--- config.mk ---
export PLATFORM = sky130hd
export DESIGN_NAME = bus_arbiter
export DESIGN_NICKNAME = d
export VERILOG_FILES = /design/src/hw/rv_pkg.sv /design/src/hw/bus_arbiter.sv
export SDC_FILE = /design/constraint.sdc
export NUM_CORES = 1
export LEC_CHECK = 0
export BUFFER_PORTS_ARGS = -buffer_cell sky130_fd_sc_hd__buf_2
export CORE_AREA = 2 2 231 233
export DETAILED_ROUTE_END_ITERATION = 10
export DIE_AREA = 0 0 233 235
export PLACE_DENSITY = 0.3
export SYNTH_ARGS = -nofsm -noshare
export SYNTH_HDL_FRONTEND = slang
export SYNTH_SLANG_ARGS = --single-unit
--- constraint.sdc ---
create_clock -name clk -period 2 [get_ports clk]
set_input_delay 0.3 -clock clk [delete_from_list [all_inputs] [get_ports clk]]
set_output_delay 0.3 -clock clk [all_outputs]
set_load 0.02 [all_outputs]
--- src/hw/rv_pkg.sv ---
// widths, opcodes, alu codes, instruction formats, bus and commit structs
package rv_pkg;

    localparam int XLEN       = 64;
    localparam int REG_ADDR_W = 5;

    typedef enum logic [6:0] {
        OP     = 7'b0110011,
        OP_IMM = 7'b0010011,
        LUI    = 7'b0110111,
        LOAD   = 7'b0000011,
        STORE  = 7'b0100011
    } op_e;

    typedef enum logic [2:0] {
        ALU_ADD,
        ALU_SUB,
        ALU_AND,
        ALU_OR,
        ALU_XOR,
        ALU_SLT,
        ALU_PASS_B
    } alu_op_e;

    ////////////////////////////////////////
    // instruction word views
    ////////////////////////////////////////
    typedef struct packed {
        logic [6:0]            funct7;
        logic [REG_ADDR_W-1:0] rs2;
        logic [REG_ADDR_W-1:0] rs1;
        logic [2:0]            funct3;
        logic [REG_ADDR_W-1:0] rd;
        logic [6:0]            opcode;
    } r_fmt_t;

    typedef struct packed {
        logic [11:0]           imm;
        logic [REG_ADDR_W-1:0] rs1;
        logic [2:0]            funct3;
        logic [REG_ADDR_W-1:0] rd;
        logic [6:0]            opcode;
    } i_fmt_t;

    typedef struct packed {
        logic [6:0]            imm_hi;
        logic [REG_ADDR_W-1:0] rs2;
        logic [REG_ADDR_W-1:0] rs1;
        logic [2:0]            funct3;
        logic [4:0]            imm_lo;
        logic [6:0]            opcode;
    } s_fmt_t;

    typedef struct packed {
        logic [19:0]           imm;
        logic [REG_ADDR_W-1:0] rd;
        logic [6:0]            opcode;
    } u_fmt_t;

    typedef union packed {
        r_fmt_t r;
        i_fmt_t i;
        s_fmt_t s;
        u_fmt_t u;
    } instr_u;

    ////////////////////////////////////////
    // control, bus and commit bundles
    ////////////////////////////////////////
    typedef struct packed {
        logic [REG_ADDR_W-1:0] rd;
        logic [REG_ADDR_W-1:0] rs1;
        logic [REG_ADDR_W-1:0] rs2;
        logic [XLEN-1:0]       imm;
        alu_op_e               alu_op;
        logic                  use_imm;
        logic                  mem_read;
        logic                  mem_write;
        logic                  reg_write;
    } ctrl_t;

    typedef struct packed {
        logic            req;
        logic            we;
        logic [XLEN-1:0] addr;
        logic [XLEN-1:0] wdata;
    } bus_req_t;

    typedef struct packed {
        logic            ready;
        logic [XLEN-1:0] rdata;
    } bus_rsp_t;

    typedef struct packed {
        logic [XLEN-1:0]       pc;
        logic [31:0]           instr;
        logic                  we;
        logic [REG_ADDR_W-1:0] rd;
        logic [XLEN-1:0]       wdata;
    } commit_t;

endpackage

--- src/hw/bus_arbiter.sv ---
// two-port memory bus arbiter, data port first
`timescale 1ns/1ps

module bus_arbiter import rv_pkg::*; (
    input  logic     clk,
    input  logic     rst_n_i,
    input  bus_req_t fetch_req_i,
    output bus_rsp_t fetch_rsp_o,
    input  bus_req_t data_req_i,
    output bus_rsp_t data_rsp_o,
    output bus_req_t mem_req_o,
    input  bus_rsp_t mem_rsp_i
);

    logic lock_q;
    logic owner_q;   // 1 = data port
    logic sel_data;

    // new transfers go to data when both ask
    assign sel_data = lock_q ? owner_q : data_req_i.req;

    assign mem_req_o = sel_data ? data_req_i : fetch_req_i;

    assign data_rsp_o.ready  = sel_data & mem_rsp_i.ready;
    assign data_rsp_o.rdata  = mem_rsp_i.rdata;
    assign fetch_rsp_o.ready = ~sel_data & mem_rsp_i.ready;
    assign fetch_rsp_o.rdata = mem_rsp_i.rdata;

    ////////////////////////////////////////
    // grant held from request to ready
    ////////////////////////////////////////
    always_ff @(posedge clk) begin
        if (!rst_n_i) begin
            lock_q  <= 1'b0;
            owner_q <= 1'b0;
        end else if (lock_q) begin
            if (mem_rsp_i.ready) lock_q <= 1'b0;
        end else if (mem_req_o.req && !mem_rsp_i.ready) begin
            lock_q  <= 1'b1;
            owner_q <= sel_data;
        end
    end

endmodule

# Word level (Yosys, flattened, before mapping)
# Cells that the tools add are included.
[word_totals]
ff_bits = 2
inputBits = 327
word_cells = 14
[op_classes]
mux = 5
bitwise_logic = 4
n_reduce_logical = 3
[ops]
columns = ["operator", "count"]
rows = [
  ["$mux 130", 1],
  ["$mux 1", 4],
  ["$and 1x1->1", 2],
  ["$not 1->1", 2],
  ["$reduce_and 2->1", 1],
  ["$logic_and 1x1->1", 1],
  ["$logic_not 1->1", 1],
]

# Logic depth before layout (Yosys ltp)
# Gate-level depths: netlist of the first run.
[logic_depth]
word_depth = 5
mapped_depth = 4
ltp_nobuf = 2

# Worst setup path before layout of the first run
# OpenSTA, ideal clock, no wires.
[synth_timing]
path_type = "register -> output"
from = "register lock_q"
to = "output port mem_req_o[100] (netlist name)"
arrival_ps = 1489
setup_slack_ps = 211
stages_incl_launch_ff = 5
path_cell_list = "dfxtp_1 -> mux2i_1 -> buf_4 -> buf_6 -> mux2_1"
[synth_rtl]
columns = ["item", "line", "rtl"]
rows = [
  ["start, declared", "bus_arbiter.sv:15", "logic lock_q;"],
  ["start signal, assigned", "bus_arbiter.sv:34", "lock_q <= 1'b0;"],
  ["start signal, assigned", "bus_arbiter.sv:37", "if (mem_rsp_i.ready) lock_q <= 1'b0;"],
  ["start signal, assigned", "bus_arbiter.sv:39", "lock_q <= 1'b1;"],
  ["end, declared", "bus_arbiter.sv:11", "output bus_req_t mem_req_o,"],
]

==> results of run 1 <==
[power breakdown]
group	switching [mW]	internal, mW	leakage [nW]
logic	0.751	0.892	2.72
registers	0.00363	0.0431	0.0169
clock network	0.0473	0.255	0.0370
[tightest hold or removal path, delay by kind of cell]
family        cells  cell delay [ps]
simple gates      2              120
buf+inv           1              110
[cell families (layout without fill, tap and decap cells)]
| family | after synthesis | count (layout) | share of synthesized area (%) |
|---|---|---|---|
| compound gates | 3 | 3 | 0.891 |
| buf+inv | 143 | 433 | 41.0 |
| flops | 2 | 2 | 1.50 |
| mux | 130 | 130 | 54.9 |
| simple gates | 8 | 8 | 1.74 |
[cell type report]
cell class                      instances  area [sq um]
Timing Repair Buffer                  429          2830
Multi-Input combinational cell        141          1750
Clock buffer                            3          75.1
Inverter                                1          3.75
Fill cell                            6013         46700
Tap cell                              688           861
Sequential cell                         2          41.3
[synthesized netlist by cell type]
cell type  number  area share, %
dfxtp_1         2            1.5
nor3b_1         2           0.56
buf_4         129             36
nor2_1          1           0.14
mux2_1         88             37
a21oi_1         1           0.19
nor3_1          1           0.19
nor2b_1         1           0.23
buf_2           4           0.75
o32ai_1         1           0.33
a21bo_2         1           0.38
inv_1           1           0.14
buf_6           9            3.8
nand2_1         1           0.14
mux2_2         41             17
and2_1          1           0.23
nand2b_1        1           0.23
mux2i_1         1           0.38
[registers in the layout, indices dropped and copies added, names as in the netlist]
signal / flops
lock_q: 1
owner_q: 1
[metrics by stage]
stage          cell area [sq um]  hold WS, ps  worst slack (ps)
2_1_floorplan               2670          420               211
3_3_place_gp                4620          549              37.9
3_5_place_dp                4620          536              16.3
4_1_cts                     4780          347              -155
5_1_grt                     5560          366              -183
6_report                    5560          344              -119
[per-layer routing]
metal | GRT usage [%] | vias to the layer above
li1 | - | 1438
met3 | 2.18 | 9
met2 | 7.94 | 370
met4 | 0.676 | 2
met1 | 4.04 | 1365
met5 | 0.804 | -
[how the worst max path moves through the flow]
stage	endpoint	slack (ps)	depth (start not counted)	start
floorplan	mem_req_o[100]	210	4	lock_q$_SDFF_PN0_
global placement	mem_req_o[53]	40	5	lock_q$_SDFF_PN0_
detailed placement	mem_req_o[109]	20	5	lock_q$_SDFF_PN0_
CTS	mem_req_o[109]	-150	6	lock_q$_SDFF_PN0_
global route	mem_req_o[11]	-180	6	lock_q$_SDFF_PN0_
finish	mem_req_o[104]	-120	6	lock_q$_SDFF_PN0_
[what timing repair did]
item,CTS,global route
buffers inserted,3,6
cloned,1,5
gates resized for setup,13,181
endpoints found under the setup margin,121,128
==> out/metrics.csv, run 1 <==
stage;metric;value;unit
run_status;status;finished, violations left;
run_status;failing checks;negative setup slack;
timing;post-route minimum period;2120;ps
drt;metal2 WL;7360;um
setup_path;setup slack on the worst flop-to-flop path;1130;ps
timing;fin worst setup slack;-119;ps
floorplan;die area;54800;sq um
run;max cap viols;0;
clocking;Max H-tree Level;1;
place;Port Buf Inserts;394;
clocking;total CTS buffers;3;
setup_path;worst r2r src;lock_q$_SDFF_PN0_;
power;Max IR drop VDD;0.252;mV
setup_path;crit path DAT;1820;ps
timing;setup violators final;119;
place;post-DP HPWL;11800;um
global_route;largest net degree at the start of global routing;24;
clocking;clock insertion delay at the later pin of the skew report;220;ps
setup_path;worst endpoint required time;1700;ps
timing;Final Slew Violations;0;
setup_path;type of origin of the critical path;flop;
drt;Wirelength per Cell;11.9;um
cells_and_area;Final Util;10.6;%
setup_path;worst r2r dst;owner_q$_SDFFE_PN0P_;
cells_and_area;most common cell after layout, fill and taps aside;buf_2;
global_route;initial antenna violation count;0;
drt;drt first pass iters;4;
global_route;Tot GR Track Use;4.21;%
timing;Hold Violations, Final;0;
synth;synthesized area;2670;sq um
setup_path;cell family with most CP delay;buffers and inverters;
hold_path;HP Class;in2reg;
timing;Slew HR;87.8;%
floorplan;row cnt;84;
hold_path;endpoint with the worst hold slack;lock_q$_SDFF_PN0_;
cells_and_area;fraction of layout cells with a size suffix above 1;91.3;%
setup_path;Critical-path top delay cell;dfxtp_2;
clocking;hold_buf cts;0;
setup_path;Max stage delay on crit path;350;ps
synth;Seq cells post-synth;2;
timing;FMAX;472;MHz
drt;Via density;2.52;
cells_and_area;fin nets;905;
drt;M1 WL;5300;um
drt;DRC viols;0;
global_route;vias in the first global route;3100;
place;Placer Congestion;0.687;
clocking;clock sink count;2;
cells_and_area;Area Overhead vs Synth;109;%
cells_and_area;commonest cells after routing, fill and taps aside;buf_2, buf_6, mux2_4;
synth;sequential share of the synthesized area;1.50;%
clocking;CTS tree;yes;
hold_path;hold depth;3;
drt;via count;3184;
cells_and_area;final cell count without fillers;1264;
setup_path;critical path class;reg2out;
timing;setup total negative slack;-7870;ps
drt;DR top layer;met5;
drt;initial DRC count;37;
clocking;clk buf depth;2;
clocking;clock root buffer;clkbuf_16;
power;Power Density;358;nW/um^2
power;Lkg Pwr;2.78;nW
drt;antenna-violating nets left;0;
floorplan;die height;235;um
synth;Mapped Nets;613;
setup_path;R2R depth;3;
drt;routed wl met3;2230;um
global_route;grt ovf;0;
synth;Mapped Cells;286;
floorplan;Initial Utilization;5.10;%
setup_path;Setup crit end kind;output port;
drt;final WL;15100;um
floorplan;die width;233;um
timing;RSZ-0062 raised after global routing;yes;
place;dpl cells;1246;
hold_path;Hold Path Origin;fetch_req_i[129];
floorplan;core area;52200;sq um
timing;Tcrit/Tclk final;106;%
clocking;Reg clk slew, reported paths;30;ps
global_route;global-route wire length before repair;17300;um
synth;count of different cell masters after synthesis;18;
floorplan;# IOs;587;
timing;skew final;0.131;ps
synth;Mean Syn Cell Area;9.32;sq um
timing;Worst-Margin Slew;179;ps
setup_path;CP Cell Sequence;mux2i_4 -> buf_8 -> buf_12 -> clkbuf_16 -> mux2_4 -> buf_6;
synth;synth warn;0;
cells_and_area;ANT cells;0;
setup_path;Critical Path Fanout Max;7;
setup_path;Buf+Inv Stages, Crit Path;4;
power;Power, Total;1.99;mW
Note: power is estimated with default switching activity, not from simulation.
==> run 2: changes to the inputs <==
ABC_AREA = 1   (was default)
CORE_AREA = 2 2 228 230   (was 2 2 231 233)
DIE_AREA = 0 0 230 232   (was 0 0 233 235)
==> run 2 against run 1 <==
  * Sequential cell count unchanged
  * Worst hold slack got worse by 31 ps
  * Largest power group unchanged
  * Clock skew increased by 1.2 ps
  * Largest cell class unchanged
  * The flow now finishes without violations
  * Cell area decreased by 14%
  * Die area decreased by 2.5%
==> out/metrics.csv, run 2 <==
stage;metric;value;unit;change
setup_path;R2R depth;5;;was 3
global_route;global-route wire length before repair;19700;um;was 17300 um
run;max cap viols;0;;unchanged
timing;setup violators final;0;;was 119
timing;Worst-Margin Slew;205;ps;was 179 ps
drt;Wirelength per Cell;10.8;um;was 11.9 um
cells_and_area;fillcell total;6050;;was 6013
synth;largest area contributor in the netlist;nand2_1;;was mux2_1
power;Lkg Pwr;2.97;nW;was 2.78 nW
setup_path;type of origin of the critical path;flop;;unchanged
timing;fin worst setup slack;140;ps;was -119 ps
clocking;clock sink count;2;;unchanged
power;P_int;0.852;mW;was 1.19 mW
setup_path;worst setup path startpoint;lock_q$_SDFF_PN0_;;unchanged
cells_and_area;Area Overhead vs Synth;76.5;%;was 109%
synth;share of flip-flops with an asynchronous set or reset;0;%;unchanged
setup_path;worst r2r dst;lock_q$_SDFF_PN0_;;was owner_q$_SDFFE_PN0P_
synth;synth warn;0;;unchanged
hold_path;HP Class;in2reg;;unchanged
global_route;vias in the first global route;3756;;was 3100
drt;antenna-violating nets left;0;;unchanged
floorplan;die height;232;um;was 235 um
place;Placed Area;4540;sq um;was 4620 sq um
clocking;Reg clk slew, reported paths;30;ps;about the same
power;Max IR drop VDD;0.214;mV;was 0.252 mV
run_status;status;complete, no violations;;was finished, violations left
cells_and_area;fin nets;1148;;was 905
cells_and_area;commonest cells after routing, fill and taps aside;buf_2, nand2_1, clkbuf_16;;was buf_2, buf_6, mux2_4
floorplan;die area;53400;sq um;was 54800 sq um
floorplan;die width;230;um;was 233 um
power;Power, Total;1.76;mW;was 1.99 mW
timing;post-route minimum period;1860;ps;was 2120 ps
synth;synth top area cells;nand2_1, buf_4, buf_2;;was mux2_1, buf_4, mux2_2
drt;DRC viols;0;;unchanged
setup_path;critical path class;reg2out;;unchanged
synth;Mapped Nets;893;;was 613
place;worst slack, placed;270;ps;was 16.3 ps
cells_and_area;final instance area;4780;sq um;was 5560 sq um
clocking;clock insertion delay at the later pin of the skew report;220;ps;about the same
power;Clock Power Share;17.1;%;was 15.2%
global_route;Tot GR Track Use;4.68;%;was 4.21%
cells_and_area;Largest regs;lock_q: 1 flops, owner_q: 1 flops;;unchanged
drt;initial DRC count;85;;was 37
place;Placer Congestion;0.766;;was 0.687
timing;Final Slew Violations;0;;unchanged
floorplan;Initial Utilization;5.32;%;was 5.10%
power;switching share of power;51.6;%;was 40.3%
synth;synthesized area;2710;sq um;was 2670 sq um
timing;Slew HR;86.3;%;was 87.8%
cells_and_area;fraction of layout cells with a size suffix above 1;50.4;%;was 91.3%
power;switching power of the nets;0.908;mW;was 0.802 mW
setup_path;cell mode on critical path;nand2_1;;
setup_path;Setup crit end kind;output port;;unchanged
place;Port Buf Inserts;394;;unchanged
timing;RSZ-0062 raised after global routing;no;;was yes
setup_path;CP Cell Sequence;inv_2 -> nand2_1 -> nand2_4 -> buf_12 -> buf_16 -> nand2_1 -> nand2_1 -> buf_2;;was mux2i_4 -> buf_8 -> buf_12 -> clkbuf_16 -> mux2_4 -> buf_6
power;Sequential Power Share;2.6;%;was 2.3%
synth;Mapped Cells;566;;was 286
setup_path;Critical-path top delay cell;dfxtp_2;;unchanged
synth;count of different cell masters after synthesis;13;;was 18
power;combinational power share;80.3;%;was 82.5%
floorplan;core area;50900;sq um;was 52200 sq um
synth;Seq cells post-synth;2;;unchanged
synth;most frequent cell after synthesis;nand2_1;;was buf_4
synth;leading cell types by count after synthesis;nand2_1, buf_4, buf_2, inv_1;;was buf_4, mux2_1, mux2_2, buf_6, buf_2
floorplan;row cnt;83;;was 84
setup_path;crit path DAT;1560;ps;was 1820 ps
global_route;initial antenna violation count;1;;was 0
drt;Via density;2.74;;was 2.52
place;post-DP HPWL;12500;um;was 11800 um
drt;via count;4112;;was 3184
clocking;Max H-tree Level;1;;unchanged
cells_and_area;most common cell after layout, fill and taps aside;buf_2;;unchanged
synth;post-synth top area share;54.2;%;was 37.2%
timing;skew final;1.29;ps;was 0.131 ps
place;dpl cells;1490;;was 1246
synth;sequential share of the synthesized area;1.48;%;was 1.50%
floorplan;# IOs;587;;unchanged
setup_path;Setup crit end;mem_req_o[116];;was mem_req_o[104]
clocking;clock root buffer;clkbuf_16;;unchanged
setup_path;setup slack on the worst flop-to-flop path;1020;ps;was 1130 ps
timing;setup total negative slack;0;ps;was -7870 ps
drt;drt first pass iters;4;;unchanged
setup_path;worst r2r src;lock_q$_SDFF_PN0_;;unchanged
timing;Tcrit/Tclk final;93.0;%;was 106%
timing;Hold Violations, Final;0;;unchanged
setup_path;Critical Path Fanout Max;37;;was 7
setup_path;Max stage delay on crit path;330;ps;was 350 ps
synth;Mean Syn Cell Area;4.78;sq um;was 9.32 sq um
timing;FMAX;538;MHz;was 472 MHz
global_route;grt ovf;0;;unchanged
cells_and_area;ANT cells;0;;unchanged
setup_path;worst endpoint required time;1700;ps;about the same
clocking;total CTS buffers;3;;unchanged
synth;EDFF count, synth;0;;unchanged
cells_and_area;final cell count without fillers;1499;;was 1264
power;Power Density;368;nW/um^2;was 358 nW/um^2
timing;worst hold slack;313;ps;was 344 ps
global_route;largest net degree at the start of global routing;68;;was 24
clocking;CTS tree;yes;;unchanged
clocking;hold_buf cts;0;;unchanged
drt;final WL;16300;um;was 15100 um
clocking;clk buf depth;2;;unchanged
cells_and_area;Final Util;9.39;%;was 10.6%
synth;Most used DFF post-synth;dfxtp_1;;unchanged
[run 2: cell count changes after synthesis, sizes merged, moves of 2 or more]
cell   before  now
buf       142  156
inv         1    7
mux2      129    0
nand2       1  392
nand3       0    3
nor2        1    3
nor3b       2    0
[run 2: layout make-up]
| type | count | area [sq um] | share of cell area, % |
|---|---|---|---|
| well taps | 680 | 851 | 17.8 |
| repair buffers | 406 | 2250 | 47.2 |
| flip-flops and latches | 2 | 41.3 | 0.864 |
| multi-input cells | 401 | 1520 | 31.9 |
| inverters | 7 | 33.8 | 0.707 |
| clock buffers | 3 | 75.1 | 1.57 |
[run 2: power groups by stage]
stage / combinational [mW] / sequential [mW] / clock, mW
3_3_place_gp: 1.36 / 0.0457 / 0
5_1_grt: 1.54 / 0.0460 / 0.314
6_report: 1.41 / 0.0456 / 0.302
2_1_floorplan: 1.09 / 0.0453 / 0
3_5_place_dp: 1.34 / 0.0458 / 0
4_1_cts: 1.35 / 0.0454 / 0.307
[run 2: worst min path at each step]
stage,startpoint,endpoint,cells after the start
2_1_floorplan,rst_n_i,owner_q$_SDFFE_PN0P_,2
4_1_cts,rst_n_i,owner_q$_SDFFE_PN0P_,3
3_3_place_gp,owner_q$_SDFFE_PN0P_,owner_q$_SDFFE_PN0P_,2
5_1_grt,rst_n_i,owner_q$_SDFFE_PN0P_,3
6_report,rst_n_i,owner_q$_SDFFE_PN0P_,3
3_5_place_dp,owner_q$_SDFFE_PN0P_,owner_q$_SDFFE_PN0P_,2
[run 2: per-layer routing]
layer	GRT usage, %	routed length, um	up-vias
met3	1.88	2000	42
met1	4.52	5550	1684
met2	8.90	8270	334
met5	0.643	46	-
li1	-	-	2050
met4	1.57	383	2
[run 2: logic make-up after synthesis]
family | count (synthesis) | share of synthesized area, %
AO/OA/AOI/OAI | 2 | 0.462
buffers and inverters | 163 | 42.4
flip-flops | 2 | 1.48
AND/OR/NAND/NOR | 399 | 55.6
[run 2: what timing repair did]
item	CTS	global route
setup endpoints to repair	0	61
resized for setup	0	7
hold endpoints to repair	0	0
setup buffers	0	1
[run 2: worst max-delay path, delay by kind of cell (launching register included)]
family	cells	cell delay, ps
flops	1	330
buf+inv	4	580
simple gates	4	390
==> run 3: changes to the inputs <==
PLACE_DENSITY = default   (was 0.3)
==> run 3 against run 2 <==
  * Highest routed layer unchanged
  * Core utilization increased by 0.16 points
  * Clock power decreased by 2%
  * Worst hold slack improved by 8.0 ps
  * Wire length increased by 10%
==> out/metrics.csv, run 3 (same netlist as run 2, synthesis figures left out) <==
stage;metric;value;unit;change
run_status;status;complete, no violations;;unchanged
floorplan;Initial Utilization;5.32;%;unchanged
floorplan;die height;232;um;unchanged
clocking;clk buf depth;2;;unchanged
cells_and_area;fraction of layout cells with a size suffix above 1;51.7;%;was 50.4%
cells_and_area;fin nets;1155;;was 1148
place;worst slack, placed;97.6;ps;was 270 ps
place;Port Buf Inserts;394;;unchanged
power;Power Density;366;nW/um^2;was 368 nW/um^2
timing;Worst-Margin Slew;206;ps;was 205 ps
power;Power, Total;1.78;mW;was 1.76 mW
drt;via count;4303;;was 4112
timing;setup total negative slack;0;ps;unchanged
global_route;global-route wire length before repair;22500;um;was 19700 um
clocking;Max H-tree Level;1;;unchanged
global_route;met2 Track Usage GR;10.9;%;was 8.90%
place;dpl cells;1494;;was 1490
cells_and_area;Area Overhead vs Synth;79.6;%;was 76.5%
cells_and_area;commonest cells after routing, fill and taps aside;buf_2, nand2_1, buf_4;;was buf_2, nand2_1, clkbuf_16
cells_and_area;Final Util;9.55;%;was 9.39%
setup_path;Setup crit end kind;output port;;unchanged
global_route;Tot GR Track Use;5.62;%;was 4.68%
clocking;clock root buffer;clkbuf_16;;unchanged
clocking;clock sink count;2;;unchanged
cells_and_area;fillcell total;6038;;was 6050
floorplan;row cnt;83;;unchanged
floorplan;# IOs;587;;unchanged
place;post-DP HPWL;14500;um;was 12500 um
drt;Wirelength per Cell;11.9;um;was 10.8 um
timing;Slew HR;86.3;%;about the same
power;Max IR drop VDD;0.292;mV;was 0.214 mV
global_route;initial antenna violation count;5;;was 1
cells_and_area;final instance area;4860;sq um;was 4780 sq um
clocking;CTS tree;yes;;unchanged
drt;antenna-violating nets left;0;;unchanged
setup_path;type of origin of the critical path;flop;;unchanged
timing;post-route minimum period;1910;ps;was 1860 ps
timing;Tcrit/Tclk final;95.4;%;was 93.0%
cells_and_area;Largest regs;lock_q: 1 flops, owner_q: 1 flops;;unchanged
global_route;met1 GRT Util;4.40;%;was 4.52%
timing;skew final;0.772;ps;was 1.29 ps
cells_and_area;most common cell after layout, fill and taps aside;buf_2;;unchanged
floorplan;core area;50900;sq um;unchanged
hold_path;HP Class;in2reg;;unchanged
setup_path;critical path class;reg2out;;unchanged
global_route;grt met3 use;3.35;%;was 1.88%
global_route;grt ovf;0;;unchanged
timing;fin worst setup slack;91.8;ps;was 140 ps
floorplan;die width;230;um;unchanged
setup_path;Critical Path Fanout Max;30;;was 37
place;Placed Area;4550;sq um;was 4540 sq um
global_route;grt peak-use layer;met2;;unchanged
clocking;Reg clk slew, reported paths;30;ps;about the same
timing;setup violators final;0;;unchanged
clocking;total CTS buffers;3;;unchanged
clocking;hold_buf cts;0;;unchanged
timing;FMAX;524;MHz;was 538 MHz
drt;drt first pass iters;6;;was 4
setup_path;crit path DAT;1610;ps;was 1560 ps
global_route;vias in the first global route;4043;;was 3756
floorplan;die area;53400;sq um;unchanged
drt;Via density;2.86;;was 2.74
cells_and_area;register area;45.0;sq um;was 41.3 sq um
clocking;clock insertion delay at the later pin of the skew report;220;ps;about the same
cells_and_area;multi-input combinational cell area;1550;sq um;was 1520 sq um
global_route;largest net degree at the start of global routing;62;;was 68
place;Placer Congestion;0.877;;was 0.766
drt;DRC viols;0;;unchanged
drt;initial DRC count;124;;was 85
power;Lkg Pwr;3.00;nW;was 2.97 nW
timing;Final Slew Violations;0;;unchanged
timing;Hold Violations, Final;0;;unchanged
drt;final WL;17900;um;was 16300 um
cells_and_area;final cell count without fillers;1507;;was 1499
setup_path;worst endpoint required time;1700;ps;about the same
timing;worst hold slack;321;ps;was 313 ps
run;max cap viols;0;;unchanged
==> run 3: changes by cell type in the layout (fill, tap and decap cells not counted), moves of 2 or more <==
cell       change
buf_2          -4
buf_4          +9
buf_6          +2
clkbuf_16      -2
nand2_1        -6
nand2_2        +6
==> run 3: layout make-up <==
cell class	instances	area share (%)
timing repair buffer	413	47.3
multi-input combinational	401	31.8
tap	680	17.5
clock buffer	3	1.54
sequential	2	0.926
inverter	7	0.798
antenna	1	0.0515
==> run 3: worst max-delay path, stage by stage (launching register included) <==
cell     delay (ps)
dfxtp_4         350
inv_2            50
nand2_2          90
nand2_8         150
buf_4           160
buf_16          170
nand2_1         140
nand2_1          90
buf_2           160
==> run 3: final timing paths <==
check	start	endpoint	slack (ps)	cells past startpoint
hold / removal	rst_n_i	owner_q$_SDFFE_PN0P_	320	3
hold reg to reg	owner_q$_SDFFE_PN0P_	owner_q$_SDFFE_PN0P_	480	2
setup reg to reg	lock_q$_SDFF_PN0_	lock_q$_SDFF_PN0_	1020	5
setup / recovery	lock_q$_SDFF_PN0_	mem_req_o[90]	90	8
==> run 3: routing by layer <==
layer  part of all wire [%]  up-vias
met5                   0.38        -
met4                    4.5        6
met3                     16       48
met2                     50      412
met1                     29     1769
li1                       -     2068
==> run 3: timing repair <==
| item | CTS | global route |
|---|---|---|
| cloned | 1 | 3 |
| pin swaps | 1 | 1 |
| endpoints found under the setup margin | 123 | 112 |
| buffers inserted | 1 | 4 |
| resized for setup | 8 | 16 |
==> run 3: where the power goes <==
part	total (mW)	switching [mW]	internal, mW
Sequential	0.0455	0.00291	0.0426
Combinational	1.44	0.865	0.572
Clock	0.297	0.0425	0.254
